### src/common/bp_pkg.sv
/* shared widths, reset values and payload types of the branch prediction unit
   imported by every RTL module and by the testbench */
package bp_pkg;

    // data and address width
    localparam int xlen = 32;

    // direct-mapped table size, power of two
    localparam int btb_entries = 64;
    // index is pc[btb_index_w+1:2]
    localparam int btb_index_w = 6;

    // first fetch address out of reset
    localparam logic [xlen-1:0] reset_pc = 32'h0000_1000;
    // no real pc ever has all ones, marks an empty slot
    localparam logic [xlen-1:0] invalid_tag = '1;

    // credits toward instruction memory
    localparam int fetch_credits = 4;
    // queue slots, also the credits execute starts with
    localparam int update_depth = 4;

    // bimodal counter, 0/1 not taken, 2/3 taken
    typedef logic [1:0] counter_t;

    // one fetch request toward instruction memory
    typedef struct packed {
        logic [xlen-1:0] pc;
        logic [xlen-1:0] pred_next_pc;
    } fetch_req_t;

    // resolved outcome coming back from execute
    typedef struct packed {
        logic [xlen-1:0] pc;
        // 0 means the instruction at pc is not a branch
        logic            is_br;
        logic            taken;
        // only meaningful when taken
        logic [xlen-1:0] target;
    } bp_update_t;

endpackage

### src/update_queue.sv
/* credit-based fifo between execute and the predictor, pops its head every cycle
   it holds an entry and returns one credit to the sender per pop */
`timescale 1ns/1ns

module update_queue #(
    parameter type payload_t = bp_pkg::bp_update_t
) (
    input  logic     clk,
    input  logic     arst_n,
    input  logic     push_valid,
    input  payload_t push_data,
    output logic     pop_valid,
    output payload_t pop_data,
    // pulse, one credit back to the sender
    output logic     credit_return
);

    import bp_pkg::*;

    localparam int ptr_w = $clog2(update_depth);
    localparam int cnt_w = $clog2(update_depth + 1);

    payload_t           mem[update_depth];
    logic [ptr_w-1:0]   wr_ptr;
    logic [ptr_w-1:0]   rd_ptr;
    logic [cnt_w-1:0]   count;
    logic               pop;

    // consumer never stalls
    assign pop = (count != '0);

    // storage, sender credits rule out overflow
    always_ff @(posedge clk) begin
        if (push_valid) begin
            mem[wr_ptr] <= push_data;
        end
        if (pop) begin
            pop_data <= mem[rd_ptr];
        end
    end

    always_ff @(posedge clk or negedge arst_n) begin
        if (!arst_n) begin
            wr_ptr        <= '0;
            rd_ptr        <= '0;
            count         <= '0;
            pop_valid     <= 1'b0;
            credit_return <= 1'b0;
        end else begin
            if (push_valid) begin
                wr_ptr <= wr_ptr + ptr_w'(1);
            end
            if (pop) begin
                rd_ptr <= rd_ptr + ptr_w'(1);
            end
            count         <= count + cnt_w'(push_valid) - cnt_w'(pop);
            pop_valid     <= pop;
            credit_return <= pop;
        end
    end

endmodule

### config.mk
export PLATFORM = sky130hd
export DESIGN_NAME = update_queue
export DESIGN_NICKNAME = d
export VERILOG_FILES = /design/src/common/bp_pkg.sv /design/src/update_queue.sv
export SDC_FILE = /design/constraint.sdc
export NUM_CORES = 1
export LEC_CHECK = 0
export ABC_AREA = 0
export ABC_CLOCK_PERIOD_IN_PS = 5120
export BUFFER_PORTS_ARGS = -buffer_cell sky130_fd_sc_hd__buf_2
export CAP_MARGIN = 20
export CELL_PAD_IN_SITES_DETAIL_PLACEMENT = 1
export CELL_PAD_IN_SITES_GLOBAL_PLACEMENT = 1
export CORE_MARGIN = 1
export CORE_UTILIZATION = 55
export DETAILED_ROUTE_END_ITERATION = 10
export GPL_TIMING_DRIVEN = 1
export PLACE_DENSITY = 0.81
export SLEW_MARGIN = 25
export SYNTH_ARGS = -nofsm -noshare
export SYNTH_HDL_FRONTEND = slang
export SYNTH_SLANG_ARGS = --single-unit
### constraint.sdc
create_clock -name clk -period 5.12 [get_ports clk]
set_input_delay 0.256 -clock clk [delete_from_list [all_inputs] [get_ports clk]]
set_output_delay 0.256 -clock clk [all_outputs]
set_load 0.005 [all_outputs]
# Word-level counts from Yosys, hierarchy flattened
# Memory sizes are Yosys's and may differ from the RTL's. A register that Yosys moved wholly into a read port is not among the register bits.
# Index checks and enable logic that the tools add are counted.
# Widths: inputs -> output; s select.
[word_totals]
ramBits = 264
mem_count = 1
in_bits = 69
output_inout_bits = 68
ff_bits = 8
word_cells = 12
[classes]
muxes = 2
addsub = 4
n_reduce_logical = 1
[memory_table]
columns = ["name", "depth", "word_bits", "rd", "rd_clocked_by_memory_dff", "write_ports", "line_no", "rtl"]
rows = [
  ["mem", 4, 66, 1, 1, 1, "update_queue.sv:23", "payload_t mem[update_depth];"],
]
[ops]
columns = ["operator", "count"]
rows = [
  ["$add 2x1->2 const B", 2],
  ["$add 3x1->3", 1],
  ["$reduce_bool 3->1", 1],
  ["$sub 3x1->3", 1],
  ["$mux 1", 2],
]

# Logic depth before layout (Yosys ltp)
[logic_depth]
ltp_word = 2
depth_mapped = 7
ltp_nobuf = 7

# Worst setup path before layout
# OpenSTA, ideal clock, no wires.
[synth_path]
kind = "flip-flop to flip-flop"
start = "reg count[2]"
end = "reg count[2]"
synth_period_minus_slack_ps = 3131
stages_incl_launch_ff = 8
arrival_ps = 3009
required_ps = 4997
setup_ps = 123
setup_slack_ps = 1989
n_path_buf = 0
path_cell_list = "dfrtp_1 -> or3_1 -> ha_1 -> inv_1 -> ha_1 -> fa_1 -> xnor2_1 -> xnor2_1"
[synth_via]
elab_chain_len = 2
elab_cells_between_ends = 3
classes_between = "add/sub: 2; reduce/logical: 1"
[synth_rtl]
columns = ["item", "line_no", "rtl"]
rows = [
  ["from (decl)", "update_queue.sv:26", "logic [cnt_w-1:0] count;"],
  ["from (signal assigned)", "update_queue.sv:56", "count <= count + cnt_w'(push_valid) - cnt_w'(pop);"],
  ["$reduce_bool 3->1", "update_queue.sv:30", "assign pop = (count != '0);"],
  ["via pop", "update_queue.sv:27", "logic pop;"],
  ["$sub 3x1->3", "update_queue.sv:56", ""],
]
# The timed path passes the listed nets, and every way through them passes these cells.
# A chain may end at the register's enable or synchronous reset.

# Worst setup path in the final report
[layout_path]
start = "reg count[1]"
end = "reg count[2]"
# The elaborated chain is that of the path after synthesis.

==> metrics.txt <==
Worst Reg-to-Reg Cells 7; RSZ-0062 raised after global routing false; Iter 0 DRT Violations between 200 and 300; FMAX between 400 and 500 MHz; grt peak-use layer met2; Worst Skew 16.2 ps; first-pass GRT wire length 34400 um; DR DRC count 0; worst rel slew slack 32.0%; die height between 100 and 150 um; global placer's final weighted congestion 0.708; # IOs 137; post-synth cell types 18; Post-Route Utilization between 60% and 70%; # setup viols final 0; max incr delay on CP 610 ps; NumNets Final about 750; vias in the first global route just over 6000; synth-to-layout area growth 23.1%; cell area after synthesis 11900 um2; Pins Over Slew Limit 0; design area 14700 um2; Lkg Pwr 5.13 nW; grt met3 use under 10%; GR Overflow Total 0; DP Area between 10000 and 15000 um2; PD cells approximately 570 nW/um2; Synth Area per Inst 26.8 um2; GR Util met2 37.8%; Synth Instances 446; Most used DFF post-synth edfxtp_1; vias 5361; delay-heaviest family, CP adder cells; Vias/cell 5.51; CTS tree done; sequential area share after synthesis 84.6%; maxcap violations 0; DP HPWL 11900 um; endpoints failing hold 0; Post-synth EDFFs 330; crit path buf inv count 1; postcts setup bufs 0; Worst Tran Pin Value 1020 ps; Clock transition at path regs 60 ps; final WL roughly 23000 um; Antenna Cells 0; Filler Cell Count 1667; CP startpoint kind flop; Yosys Warn Count 0; hold_buf cts 67; Root Buffer clkbuf_16; Core Rows between 50 and 60; WHS Endpoint wr_ptr[0]$_DFFE_PN0P_; PortBufs 136; worst skew pair latency 500 ps; GR met1 Demand/Resource roughly 27%; critical path type reg -> reg; cells along the critical path or3_4, ha_1, inv_1, ha_1, fa_1, xnor2_1, xnor2_1; CP max-delay cell or3_4; CP Capture Type flop; Global Route Usage Sum 21.3%; Wirelength per Cell 23.4 um; r2r endpoint count[2]$_DFF_PN0_; clk buf depth 3; Die Span X 149 um; Num CTS Buffers 35; overall die area approximately 22000 um2; worst hold path cell count 2; H-tree depth 2; total power 8.38 mW; ys async rst share under 10%; Worst Hold Launch push_valid; Reg-to-Reg Start count[1]$_DFF_PN0_; Initial Utilization 56.5%; reg-to-reg slack, setup 2630 ps; Synth Register Bits 338; share of layout cells above drive strength 1 37.1%; CTS resizes 0; Tcrit/Tclk final about half; Synth Net Count 522; clock sink count 338; crit path DAT 2910 ps; core area 21200 um2; Layout Cells excl Fill ~970; largest net degree at the start of global routing 70; initial antenna violation count 1; minimum clock period 2490 ps; critical path peak fanout 27; dpl cells 843; Peak VDD IR 0.000455 V; Crit path required time ~5500 ps; Setup TNS 0 ps; status complete, no violations; post-route ant nets 0; first drt pass iteration count 4; Hold WC Path Type in -> reg
-- area by class of cell --
type | instances | area, um2 | area share [%]
multi-input combinational | 86 | 1690 | 11.5
clock inverter | 10 | 42.5 | 0.289
timing repair buffer | 210 | 1510 | 10.3
tap | 275 | 344 | 2.34
inverter | 6 | 22.5 | 0.153
clock buffer | 48 | 987 | 6.71
sequential | 338 | 10100 | 68.8
-- power by group --
group	leakage, nW	internal (mW)	switching, mW
logic	1.43	0.925	0.820
registers	3.20	3.95	0.387
clock network	0.506	1.34	0.957
-- cells in the mapped netlist (2+ instances only) --
master | instances | area share, %
xnor2_1 | 3 | 0.22
dfrtp_1 | 8 | 1.7
buf_12 | 3 | 0.50
and2_1 | 4 | 0.21
inv_1 | 6 | 0.19
buf_4 | 5 | 0.31
buf_2 | 4 | 0.17
buf_1 | 3 | 0.094
xor2_1 | 2 | 0.15
mux4_2 | 66 | 12
edfxtp_1 | 330 | 83
ha_1 | 6 | 0.63
-- cells by family (layout without fill, tap and decap cells) --
kind of cell,count (synthesis),after routing,share of synthesized area (%)
AO/OA/AOI/OAI,2,2,0.105
XOR/XNOR,5,5,0.367
adder cells (fa/ha/maj),7,7,0.796
buffers and inverters,22,274,1.36
flip-flops,338,338,84.6
multiplexers,66,66,12.4
AND/OR/NAND/NOR,6,6,0.293
-- through the flow --
step                setup WS [ps]  hold slack, ps
finish                       2630            67.0
global route                 2540            69.1
CTS                          2330            37.9
detailed placement           2370             120
global placement             2510             111
floorplan                    1990           -39.6
-- layout by cell type, fill, tap and decap left out, drive strengths merged --
| master | count |
|---|---|
| and2 | 4 |
| buf | 143 |
| clkbuf | 48 |
| clkinv | 10 |
| dfrtp | 8 |
| dlygate4sd3 | 67 |
| edfxtp | 330 |
| fa | 1 |
| ha | 6 |
| inv | 6 |
| mux4 | 66 |
| nand2 | 1 |
| o21ai | 1 |
| o31ai | 1 |
| or3 | 1 |
| xnor2 | 3 |
| xor2 | 2 |
-- state kept, by name, summed over array words and instances (netlist names) --
signal         cells
credit_return      1
rd_ptr             2
pop_data          66
mem              264
count              3
wr_ptr             2
-- how the worst max path moves through the flow --
| stage | endpoint | depth (start not counted) | from | slack, ps |
|---|---|---|---|---|
| global placement | count[2]$_DFF_PN0_ | 7 | count[1]$_DFF_PN0_ | 2510 |
| detailed placement | count[2]$_DFF_PN0_ | 7 | count[1]$_DFF_PN0_ | 2370 |
| CTS | count[2]$_DFF_PN0_ | 7 | count[1]$_DFF_PN0_ | 2330 |
| floorplan | count[2]$_DFF_PN0_ | 7 | count[2]$_DFF_PN0_ | 1990 |
| finish | count[2]$_DFF_PN0_ | 7 | count[1]$_DFF_PN0_ | 2630 |
| global route | count[2]$_DFF_PN0_ | 7 | count[1]$_DFF_PN0_ | 2540 |
-- metal layers --
metal / vias to the layer above / share of wire (%)
met4: 0 / 1.8
met5: - / 0
met3: 39 / 4.7
met1: 2803 / 40
met2: 165 / 53
li1: 2354 / -
No activity file was read; power rests on OpenSTA's default activity.
