**config.mk**
```make
export PLATFORM = sky130hd
export DESIGN_NAME = fetch_pc_gen
export DESIGN_NICKNAME = d
export VERILOG_FILES = /design/src/common/bp_pkg.sv /design/src/fetch_pc_gen.sv
export SDC_FILE = /design/constraint.sdc
export NUM_CORES = 1
export LEC_CHECK = 0
export ABC_AREA = 1
export BUFFER_PORTS_ARGS = -buffer_cell sky130_fd_sc_hd__buf_2
export CAP_MARGIN = 20
export CORE_AREA = 3 3 78 80
export CTS_BUF_LIST = sky130_fd_sc_hd__clkbuf_4 sky130_fd_sc_hd__clkbuf_8 sky130_fd_sc_hd__clkbuf_16
export DETAILED_ROUTE_END_ITERATION = 6
export DIE_AREA = 0 0 81 83
export GPL_TIMING_DRIVEN = 0
export PLACE_DENSITY = 0.91
export SYNTH_ARGS = -nofsm -noshare
export SYNTH_HDL_FRONTEND = slang
export SYNTH_SLANG_ARGS = --single-unit
```
**constraint.sdc**
```tcl
create_clock -name clk -period 4 [get_ports clk]
set_input_delay 0 -clock clk [delete_from_list [all_inputs] [get_ports clk]]
set_output_delay 0 -clock clk [all_outputs]
set_load 0.005 [all_outputs]
```
**src/common/bp_pkg.sv**
```systemverilog
/* shared widths, reset values and payload types of the branch prediction unit
   imported by every RTL module and by the testbench */
package bp_pkg;

    // data and address width
    localparam int xlen = 32;

    // direct-mapped table size, power of two
    localparam int btb_entries = 64;
    // index is pc[btb_index_w+1:2]
    localparam int btb_index_w = 6;

    // first fetch address out of reset
    localparam logic [xlen-1:0] reset_pc = 32'h0000_1000;
    // no real pc ever has all ones, marks an empty slot
    localparam logic [xlen-1:0] invalid_tag = '1;

    // credits toward instruction memory
    localparam int fetch_credits = 4;
    // queue slots, also the credits execute starts with
    localparam int update_depth = 4;

    // bimodal counter, 0/1 not taken, 2/3 taken
    typedef logic [1:0] counter_t;

    // one fetch request toward instruction memory
    typedef struct packed {
        logic [xlen-1:0] pc;
        logic [xlen-1:0] pred_next_pc;
    } fetch_req_t;

    // resolved outcome coming back from execute
    typedef struct packed {
        logic [xlen-1:0] pc;
        // 0 means the instruction at pc is not a branch
        logic            is_br;
        logic            taken;
        // only meaningful when taken
        logic [xlen-1:0] target;
    } bp_update_t;

endpackage

```
**src/fetch_pc_gen.sv**
```systemverilog
/* fetch pc register with redirect and credit counting toward instruction memory
   issues one request per cycle while credits remain */
`timescale 1ns/1ns

module fetch_pc_gen (
    input  logic                    clk,
    input  logic                    arst_n,
    // prediction for the current pc
    input  logic [bp_pkg::xlen-1:0] pred_next_pc,
    // misprediction override from execute
    input  logic                    redirect_valid,
    input  logic [bp_pkg::xlen-1:0] redirect_pc,
    // one credit back from memory per pulse
    input  logic                    fetch_credit,
    output logic [bp_pkg::xlen-1:0] pc,
    output logic                    fetch_valid,
    output bp_pkg::fetch_req_t      fetch_req
);

    import bp_pkg::*;

    localparam int credit_w = $clog2(fetch_credits + 1);

    logic [credit_w-1:0] credits;
    // low for the first cycle after reset release
    logic                active;

    // a request goes out whenever a credit is held
    assign fetch_valid = active && (credits != '0);

    assign fetch_req.pc           = pc;
    assign fetch_req.pred_next_pc = pred_next_pc;

    always_ff @(posedge clk or negedge arst_n) begin
        if (!arst_n) begin
            active <= 1'b0;
        end else begin
            active <= 1'b1;
        end
    end

    // pc, redirect takes priority over the prediction
    always_ff @(posedge clk or negedge arst_n) begin
        if (!arst_n) begin
            pc <= reset_pc;
        end else if (redirect_valid) begin
            pc <= redirect_pc;
        end else if (fetch_valid) begin
            pc <= pred_next_pc;
        end
    end

    // return and send may land in the same cycle
    always_ff @(posedge clk or negedge arst_n) begin
        if (!arst_n) begin
            credits <= credit_w'(fetch_credits);
        end else begin
            credits <= credits + credit_w'(fetch_credit) - credit_w'(fetch_valid);
        end
    end

endmodule

```
# After elaboration in Yosys (flattened, before gate mapping)

Cells that the tools add are included.

$add $sub $neg: 2
Multipliers: 0
Divide/modulo/power cells: 0
$lt $le $gt $ge: 0
Equal/unequal tests: 0
Shift operators: 0
Multiplexer cells: 2
Bitwise gates (word level): 0
Reductions and logical operators: 3

Operator list:

| cell                                        | number |
|---|---|
| 32-bit two-way mux                          | 2 |
| 3-bit by 1-bit adder with 3-bit output      | 1 |
| 3-bit nonzero test                          | 1 |
| 3-bit by 1-bit subtractor with 3-bit output | 1 |
| 2-bit nonzero test                          | 1 |
| 1-bit logical AND                           | 1 |

Register bits after elaboration: 36
Latch bits: 0
Memory bits (writable): 0
Memory bits (read-only): 0
Bits of input ports: 68
Output and inout port bits: 97
Word-level logic and storage cells: 10
Memories kept: 0

# Longest topological paths before layout

Gate-level depths: netlist of the first run.

Depth in word-level cells: 4
Mapped depth: 11
Mapped depth without buffers: 10

# Least setup slack after synthesis of the first run

Ideal clock, no wire load.

Path type: reg-to-reg
Start point: register credits[1]
End point: register credits[1]
Library setup time: 114 ps
Arrival: 1878 ps
Setup slack: 2008 ps
Cell stages (with the launch flop): 12
Period minus slack after synthesis: 1992 ps
Cells stage by stage: dfrtp_1 -> nor2_1 -> nand2_1 -> nand2_2 -> clkbuf_4 -> inv_2 -> ha_1 -> inv_1 -> ha_1 -> inv_1 -> fa_1 -> inv_1

Longest elaborated chain between the ends: 3
Elaborated cells between the ends (all ways): 4

RTL lines:

| item                                        | line               | source |
|---|---|---|
| from (decl)                                 | fetch_pc_gen.sv:24 | `logic [credit_w-1:0] credits;` |
| from (signal assigned)                      | fetch_pc_gen.sv:56 | `credits <= credit_w'(fetch_credits);` |
| from (signal assigned)                      | fetch_pc_gen.sv:58 | `credits <= credits + credit_w'(fetch_credit) - credit_w'(fetch_valid);` |
| 3-bit nonzero test                          | fetch_pc_gen.sv:29 | `assign fetch_valid = active && (credits != '0);` |
| 1-bit logical AND                           | fetch_pc_gen.sv:29 |  |
| named net fetch_valid                       | fetch_pc_gen.sv:16 | `output logic fetch_valid,` |
| 3-bit by 1-bit subtractor with 3-bit output | fetch_pc_gen.sv:58 |  |

The timed path passes the listed nets, and every way through them passes these cells.
A chain may end at the register's enable or synchronous reset.

# Worst setup path in the final report of the first run

Start point: register credits[1]
End point: register credits[2]

Longest elaborated chain between the ends: 3
Elaborated cells between the ends (all ways): 4

RTL lines:

| item                                                                                           | line |
|---|---|
| parallel branches: the longest is 2 deep, another holds 3-bit by 1-bit adder with 3-bit output | - |
| 3-bit by 1-bit subtractor with 3-bit output (*)                                                | fetch_pc_gen.sv:58 |

Every way passes the cells marked *.

==> metrics, run 1 <==
Slew Limit Fails 0; max_cap viols 0; Num CTS Buffers 5; clock skew roughly 0.0030 ns; Crit Path Category reg -> reg; largest net degree at the start of global routing 37; sw frac 32.2%; combinational share of power 40.9%; initial antenna violation count 0; Max Clock Freq 450 MHz; Placer Congestion 0.760; post-synthesis average cell area between 7 and 8 µm²; vias per inst 4.45; First-pass DRT Iterations 4; sequential area share after synthesis between 30% and 40%; synth warn 0; Distinct cells, synth 18; fraction of layout instances using a drive strength above 1 between 50 and 60%; Routed WL 6.65 mm; worst-skew pair later-pin latency 0.28 ns; flop and latch count out of synthesis 36; Post-DRT Antenna Nets 0; Buffers on Ports about 160; synth-to-layout area growth 42.7%; synth top area cells dfrtp_1, nand2_1, buf_4; gr ovfl total 0; TritonCTS clock tree built; worst setup margin about 1.8 ns; n_diodes 0; num rows 27; root buffer cell clkbuf_8; Critical Path End Type flip-flop; vias after detailed routing 2543; EDFF count, synth 0; Async SR Flop Fraction 100%; WP data required 4.21 ns; Worst setup SP type flip-flop; die span in y just over 80 µm; area of the die 0.00672 mm²; CP max FO 10; Setup Total Neg Slack 0 ns; post-synth top area share a little over a third; min-delay worst type in -> reg; Power Dens Cells 383 mW/mm²; clock network power share 20.5%; VDD IR max 0.180 mV; Mapped Area 0.00242 mm²; NetSw 0.000426 W; Die X ~81 µm; Pint 0.000898 W; DRC Markers 0; Initial DRC Count 40; Synth top cells by count nand2_1, buf_4, dfrtp_1; first-pass GRT wire length 10.6 mm; Syn Nets roughly 400; area of the core approximately 0.0055 mm²; unrepaired setup endpoints after global routing no; crit path time final 2.22 ns; io pins 165; detailed placement HPWL 5.30 mm; post-synth top area cell dfrtp_1; slew margin rel. a little under half; pre-CTS setup slack 1.77 ns; gr usage total 19.8%; clock slew at reported path FFs 0.07 ns; Worst Path Arrival 2.43 ns; Initial Util 44.3%; Max clock buf depth 2; Post-Syn Instances 325; Tcrit/Tclk final 55.5%; Gates resized, CTS repair 0; status finished clean; most frequent cell after synthesis nand2_1; # nets final 569; Final Hold Fails 0; wire length per cell 11.6 µm; ys flop type dfrtp_1; Least-Margin Pin Slew 0.791 ns; vias in the first global route 2358; final setup violation count 0; Pleak approximately 2.2 nW; Pwr Total 0.00132 W; H-tree lvl count 2; Seq pwr share 38.6%; clk sinks 36
==> final timing paths <==
kind | from | to | slack [ns] | cells past startpoint
worst max-delay path | credits[1]$_DFF_PN0_ | credits[2]$_DFF_PN1_ | 1.78 | 11
worst min-delay path | redirect_pc[0] | pc[0]$_DFFE_PN0P_ | 0.01 | 5
worst max register to register | credits[1]$_DFF_PN0_ | credits[2]$_DFF_PN1_ | 1.78 | 11
worst min register to register | pc[12]$_DFFE_PN1P_ | pc[12]$_DFFE_PN1P_ | 0.52 | 2
max in group asynchronous | arst_n | pc[28]$_DFFE_PN0P_ | 3.15 | 2
min in group asynchronous | arst_n | credits[0]$_DFF_PN0_ | 0.36 | 2
==> critical path: stages (launching register included) <==
cell and delay [ns]:
dfrtp_1 0.43, nor2_1 0.14, nand2_1 0.08, nand2_2 0.14, clkbuf_4 0.24, inv_2 0.06
ha_1 0.29, inv_1 0.06, ha_1 0.12, inv_1 0.05, fa_1 0.37, xnor2_1 0.17
==> layout by cell type, fill, tap and decap left out, types with 3 or more instances in the layout <==
master and count:
buf_2 168, nand2_1 151, buf_4 70, dfrtp_1 34
nand3_1 32, nand2_2 12, clkbuf_8 6, clkbuf_4 3
inv_1 3, buf_6 3, dlygate4sd3_1 3
==> per-stage QoR <==
stage                     hold WS, ns  util, %  cells  cell area, µm²
after floorplan                -0.296        -    325            2420
after global placement          0.117     60.8    560            3330
after detailed placement        0.128     60.8    560            3330
after CTS                     0.00201     63.1    571            3460
after global routing           0.0226     63.1    571            3460
final                          0.0113     63.1    571            3460
==> repair_timing <==
action,CTS,global route
setup buffers,0,0
endpoints found under the hold margin,36,0
hold buffers,3,0
==> logic make-up (layout without fill, tap and decap cells) <==
kind of cell,after synthesis,count (layout),share of synthesized area (%)
AND/OR/NAND/NOR,196,196,33.3
flip-flops,36,36,37.3
buffers and inverters,87,261,26.7
other,1,1,0.155
adder cells (fa/ha/maj),3,3,1.86
XOR/XNOR,2,2,0.723
==> power groups by stage <==
| stage | sequential, W | clock [W] | combinational [W] |
|---|---|---|---|
| floorplan | 0.000511 | 0 | 0.000316 |
| global placement | 0.000511 | 0 | 0.000528 |
| detailed placement | 0.000516 | 0 | 0.000548 |
| CTS | 0.000511 | 0.000282 | 0.000553 |
| global route | 0.000523 | 0.000301 | 0.000605 |
| finish | 0.000511 | 0.000272 | 0.000542 |
==> routing by layer <==
metal  GRT usage, %  vias up  part of all wire (%)
li1               -     1276                     -
met3           5.21        4                   7.9
met5              0        -                     0
met2           37.3      108                    53
met1           21.0     1155                    39
met4           5.38        0                  0.63
==> sequential cells by signal, indices dropped and copies added, names as in the netlist <==
name	cells
credits	3
pc	32
active	1
==> cell type report <==
| cell class | count | area [µm²] |
|---|---|---|
| clock buffer | 8 | 97.6 |
| multi-input combinational | 202 | 872 |
| tap | 72 | 90.1 |
| fill | 494 | 2020 |
| inverter | 6 | 25.0 |
| timing repair buffer | 166 | 846 |
| sequential | 36 | 903 |
| buffer | 81 | 622 |
Note: power is estimated with default switching activity, not from simulation.
==> inputs of run 2 (changes only) <==
- CORE_AREA: 3 3 78 80 -> 3 3 84 86
- DIE_AREA: 0 0 81 83 -> 0 0 87 89
- PLACE_DENSITY: 0.91 -> 0.83
- clock period: 4 -> 1.93 ns (I/O delays scaled with it)
==> run 2 against run 1 <==
  * Die area grew 15%
  * Power grew 120%
  * Non-clock buffer count grew 12
  * Highest routed layer unchanged
  * Critical path depth shrank 1
==> metrics, run 2 (synthesis gave the netlist of run 1 again) <==
status finished clean; VDD IR max 0.421 mV (+130%); clock slew at reported path FFs 0.07 ns (about the same); DRC Markers 0 (unchanged); Worst Path Arrival 2.05 ns (-0.38 ns); CP max FO 2 (-8); Max Clock Freq 534 MHz (+19%); WP data required 2.11 ns (-2.10 ns); Pleak 2.24 nW (+2.5%); pre-CTS setup slack -0.213 ns (-1.98 ns); gr ovfl total 0 (unchanged); Routed WL 7.09 mm (+6.6%); synth-to-layout area growth 49.1%; Buffers on Ports 163 (unchanged); Least-Margin Pin Slew 0.799 ns (+0.00835 ns); Num CTS Buffers 5 (unchanged); vias per inst 4.36 (-2.2%); H-tree lvl count 2 (unchanged); crit path time final 1.87 ns (-0.349 ns); Max clock buf depth 2 (unchanged); placed cell area 0.00334 mm² (+0.45%); wire length per cell 12.1 µm (+3.5%); first-pass GRT wire length 10.8 mm (+2.1%); largest reg by FF count pc; die span in y 89 µm (+7.2%); detailed placement HPWL 5.30 mm (about the same); Worst setup SP type flip-flop; max_cap viols 0 (unchanged); most frequent cells in the layout buf_2, nand2_1, buf_4, dfrtp_1, nand3_1; Post-DRT Antenna Nets 0 (unchanged); Pwr Total 0.00291 W (+120%); num rows 29 (+7.4%); number of flip-flops in the largest register 32 (unchanged); commonest non-fill, non-tap cell in the layout buf_2; # fillers 592 (+20%); Initial Util 38.1% (-6.1 points); Slowest Stage Delay on Critical Path 0.55 ns (+0.12 ns); Initial DRC Count 59 (+48%); clock skew 0.00514 ns (+0.00213 ns); io pins 165 (unchanged); area of the core 0.00635 mm² (+16%); Setup Total Neg Slack 0 ns (unchanged); critical path, cell by cell nor2_2 -> nand2_2 -> nand2_4 -> inv_4 -> ha_4 -> inv_4 -> ha_4 -> inv_2 -> fa_1 -> inv_1; largest net degree at the start of global routing 37 (unchanged); area of the die 0.00774 mm² (+15%); Placer Congestion 0.741 (-2.6%); Power Dens Cells 807 mW/mm² (+110%); final setup violation count 0 (unchanged); Worst path slowest cell dfstp_2; slew margin rel. 46.7% (-0.56 points); # nets final 581 (+2.1%); Critical Path End Type flip-flop; fraction of layout instances using a drive strength above 1 54.6% (+0.69 points); Largest regs pc x32, credits x3, active x1; initial antenna violation count 0 (unchanged); worst setup margin 0.0575 ns (-1.72 ns); min-delay worst type in -> reg; First-pass DRT Iterations 4 (unchanged); gr usage total 17.8% (-2.0 points); n_diodes 0 (unchanged); Fin Hold WS 0.00780 ns (-0.00352 ns); Tcrit/Tclk final 97.0% (+41 points); vias in the first global route 2357 (-0.042%); Final Hold Fails 0 (unchanged); clk sinks 36 (unchanged); Die X 87 µm (+7.4%); worst-skew pair later-pin latency 0.29 ns (about the same); TritonCTS clock tree built; vias after detailed routing 2561 (+0.71%); Crit Path Category reg -> reg; root buffer cell clkbuf_8; fin area 0.00361 mm² (+4.5%); Slew Limit Fails 0 (unchanged)
run 2: cell types whose count changed in the layout (fill, tap and decap cells not counted), sizes merged:
cell / change
buf: +5
clkbuf: -1
dlygate4sd3: +8
run 2: repair_timing:
action | CTS | global route
setup endpoints to repair | 2 | 2
buffers inserted | 2 | 3
hold buffers | 11 | 0
endpoints found under the hold margin | 44 | 0
pin swaps | 1 | 5
resized for setup | 1 | 8
run 2: worst max-delay path, delay by kind of cell, from the launching register on:
kind	cells	cell delay [ns]
flops	1	0.55
simple gates	3	0.19
buf+inv	4	0.19
fa+ha+maj	3	0.84
run 2: routing by layer:
layer,vias up,share of wire (%),global-route usage [%]
met5,-,0,0
met4,0,1.5,4.82
met3,10,8.1,4.24
met2,107,52,33.5
met1,1147,39,19.9
li1,1297,-,-
run 2: final cells by class:
cell class,instances,area [µm²],share of cell area [%]
Clock buffer,8,97.6,2.70
Timing Repair Buffer,179,963,26.7
Buffer,80,614,17.0
Sequential cell,36,903,25.0
Inverter,6,30.0,0.831
Multi-Input combinational cell,202,907,25.1
Tap cell,77,96.3,2.67
run 2: power by group:
group | switching (W) | internal [W]
clock network | 0.000252 | 0.000319
logic | 0.000577 | 0.000714
registers | 0.000125 | 0.000927
run 2: final timing paths:
| path | from | end | depth (start not counted) | slack, ns |
|---|---|---|---|---|
| max reg2reg | credits[2]$_DFF_PN1_ | credits[1]$_DFF_PN0_ | 10 | 0.06 |
| min reg2reg | pc[12]$_DFFE_PN1P_ | pc[12]$_DFFE_PN1P_ | 2 | 0.50 |
| min in group asynchronous | arst_n | pc[25]$_DFFE_PN0P_ | 2 | 0.34 |
| max in group asynchronous | arst_n | pc[11]$_DFFE_PN0P_ | 2 | 1.09 |
| min | redirect_pc[29] | pc[29]$_DFFE_PN0P_ | 5 | 0.008 |
| max | credits[2]$_DFF_PN1_ | credits[1]$_DFF_PN0_ | 10 | 0.06 |
run 2: through the flow:
step                      utilization, %  instances
after CTS                           56.0        585
final                               56.9        588
after floorplan                        -        325
after global routing                56.9        588
after global placement              52.7        565
after detailed placement            52.7        565
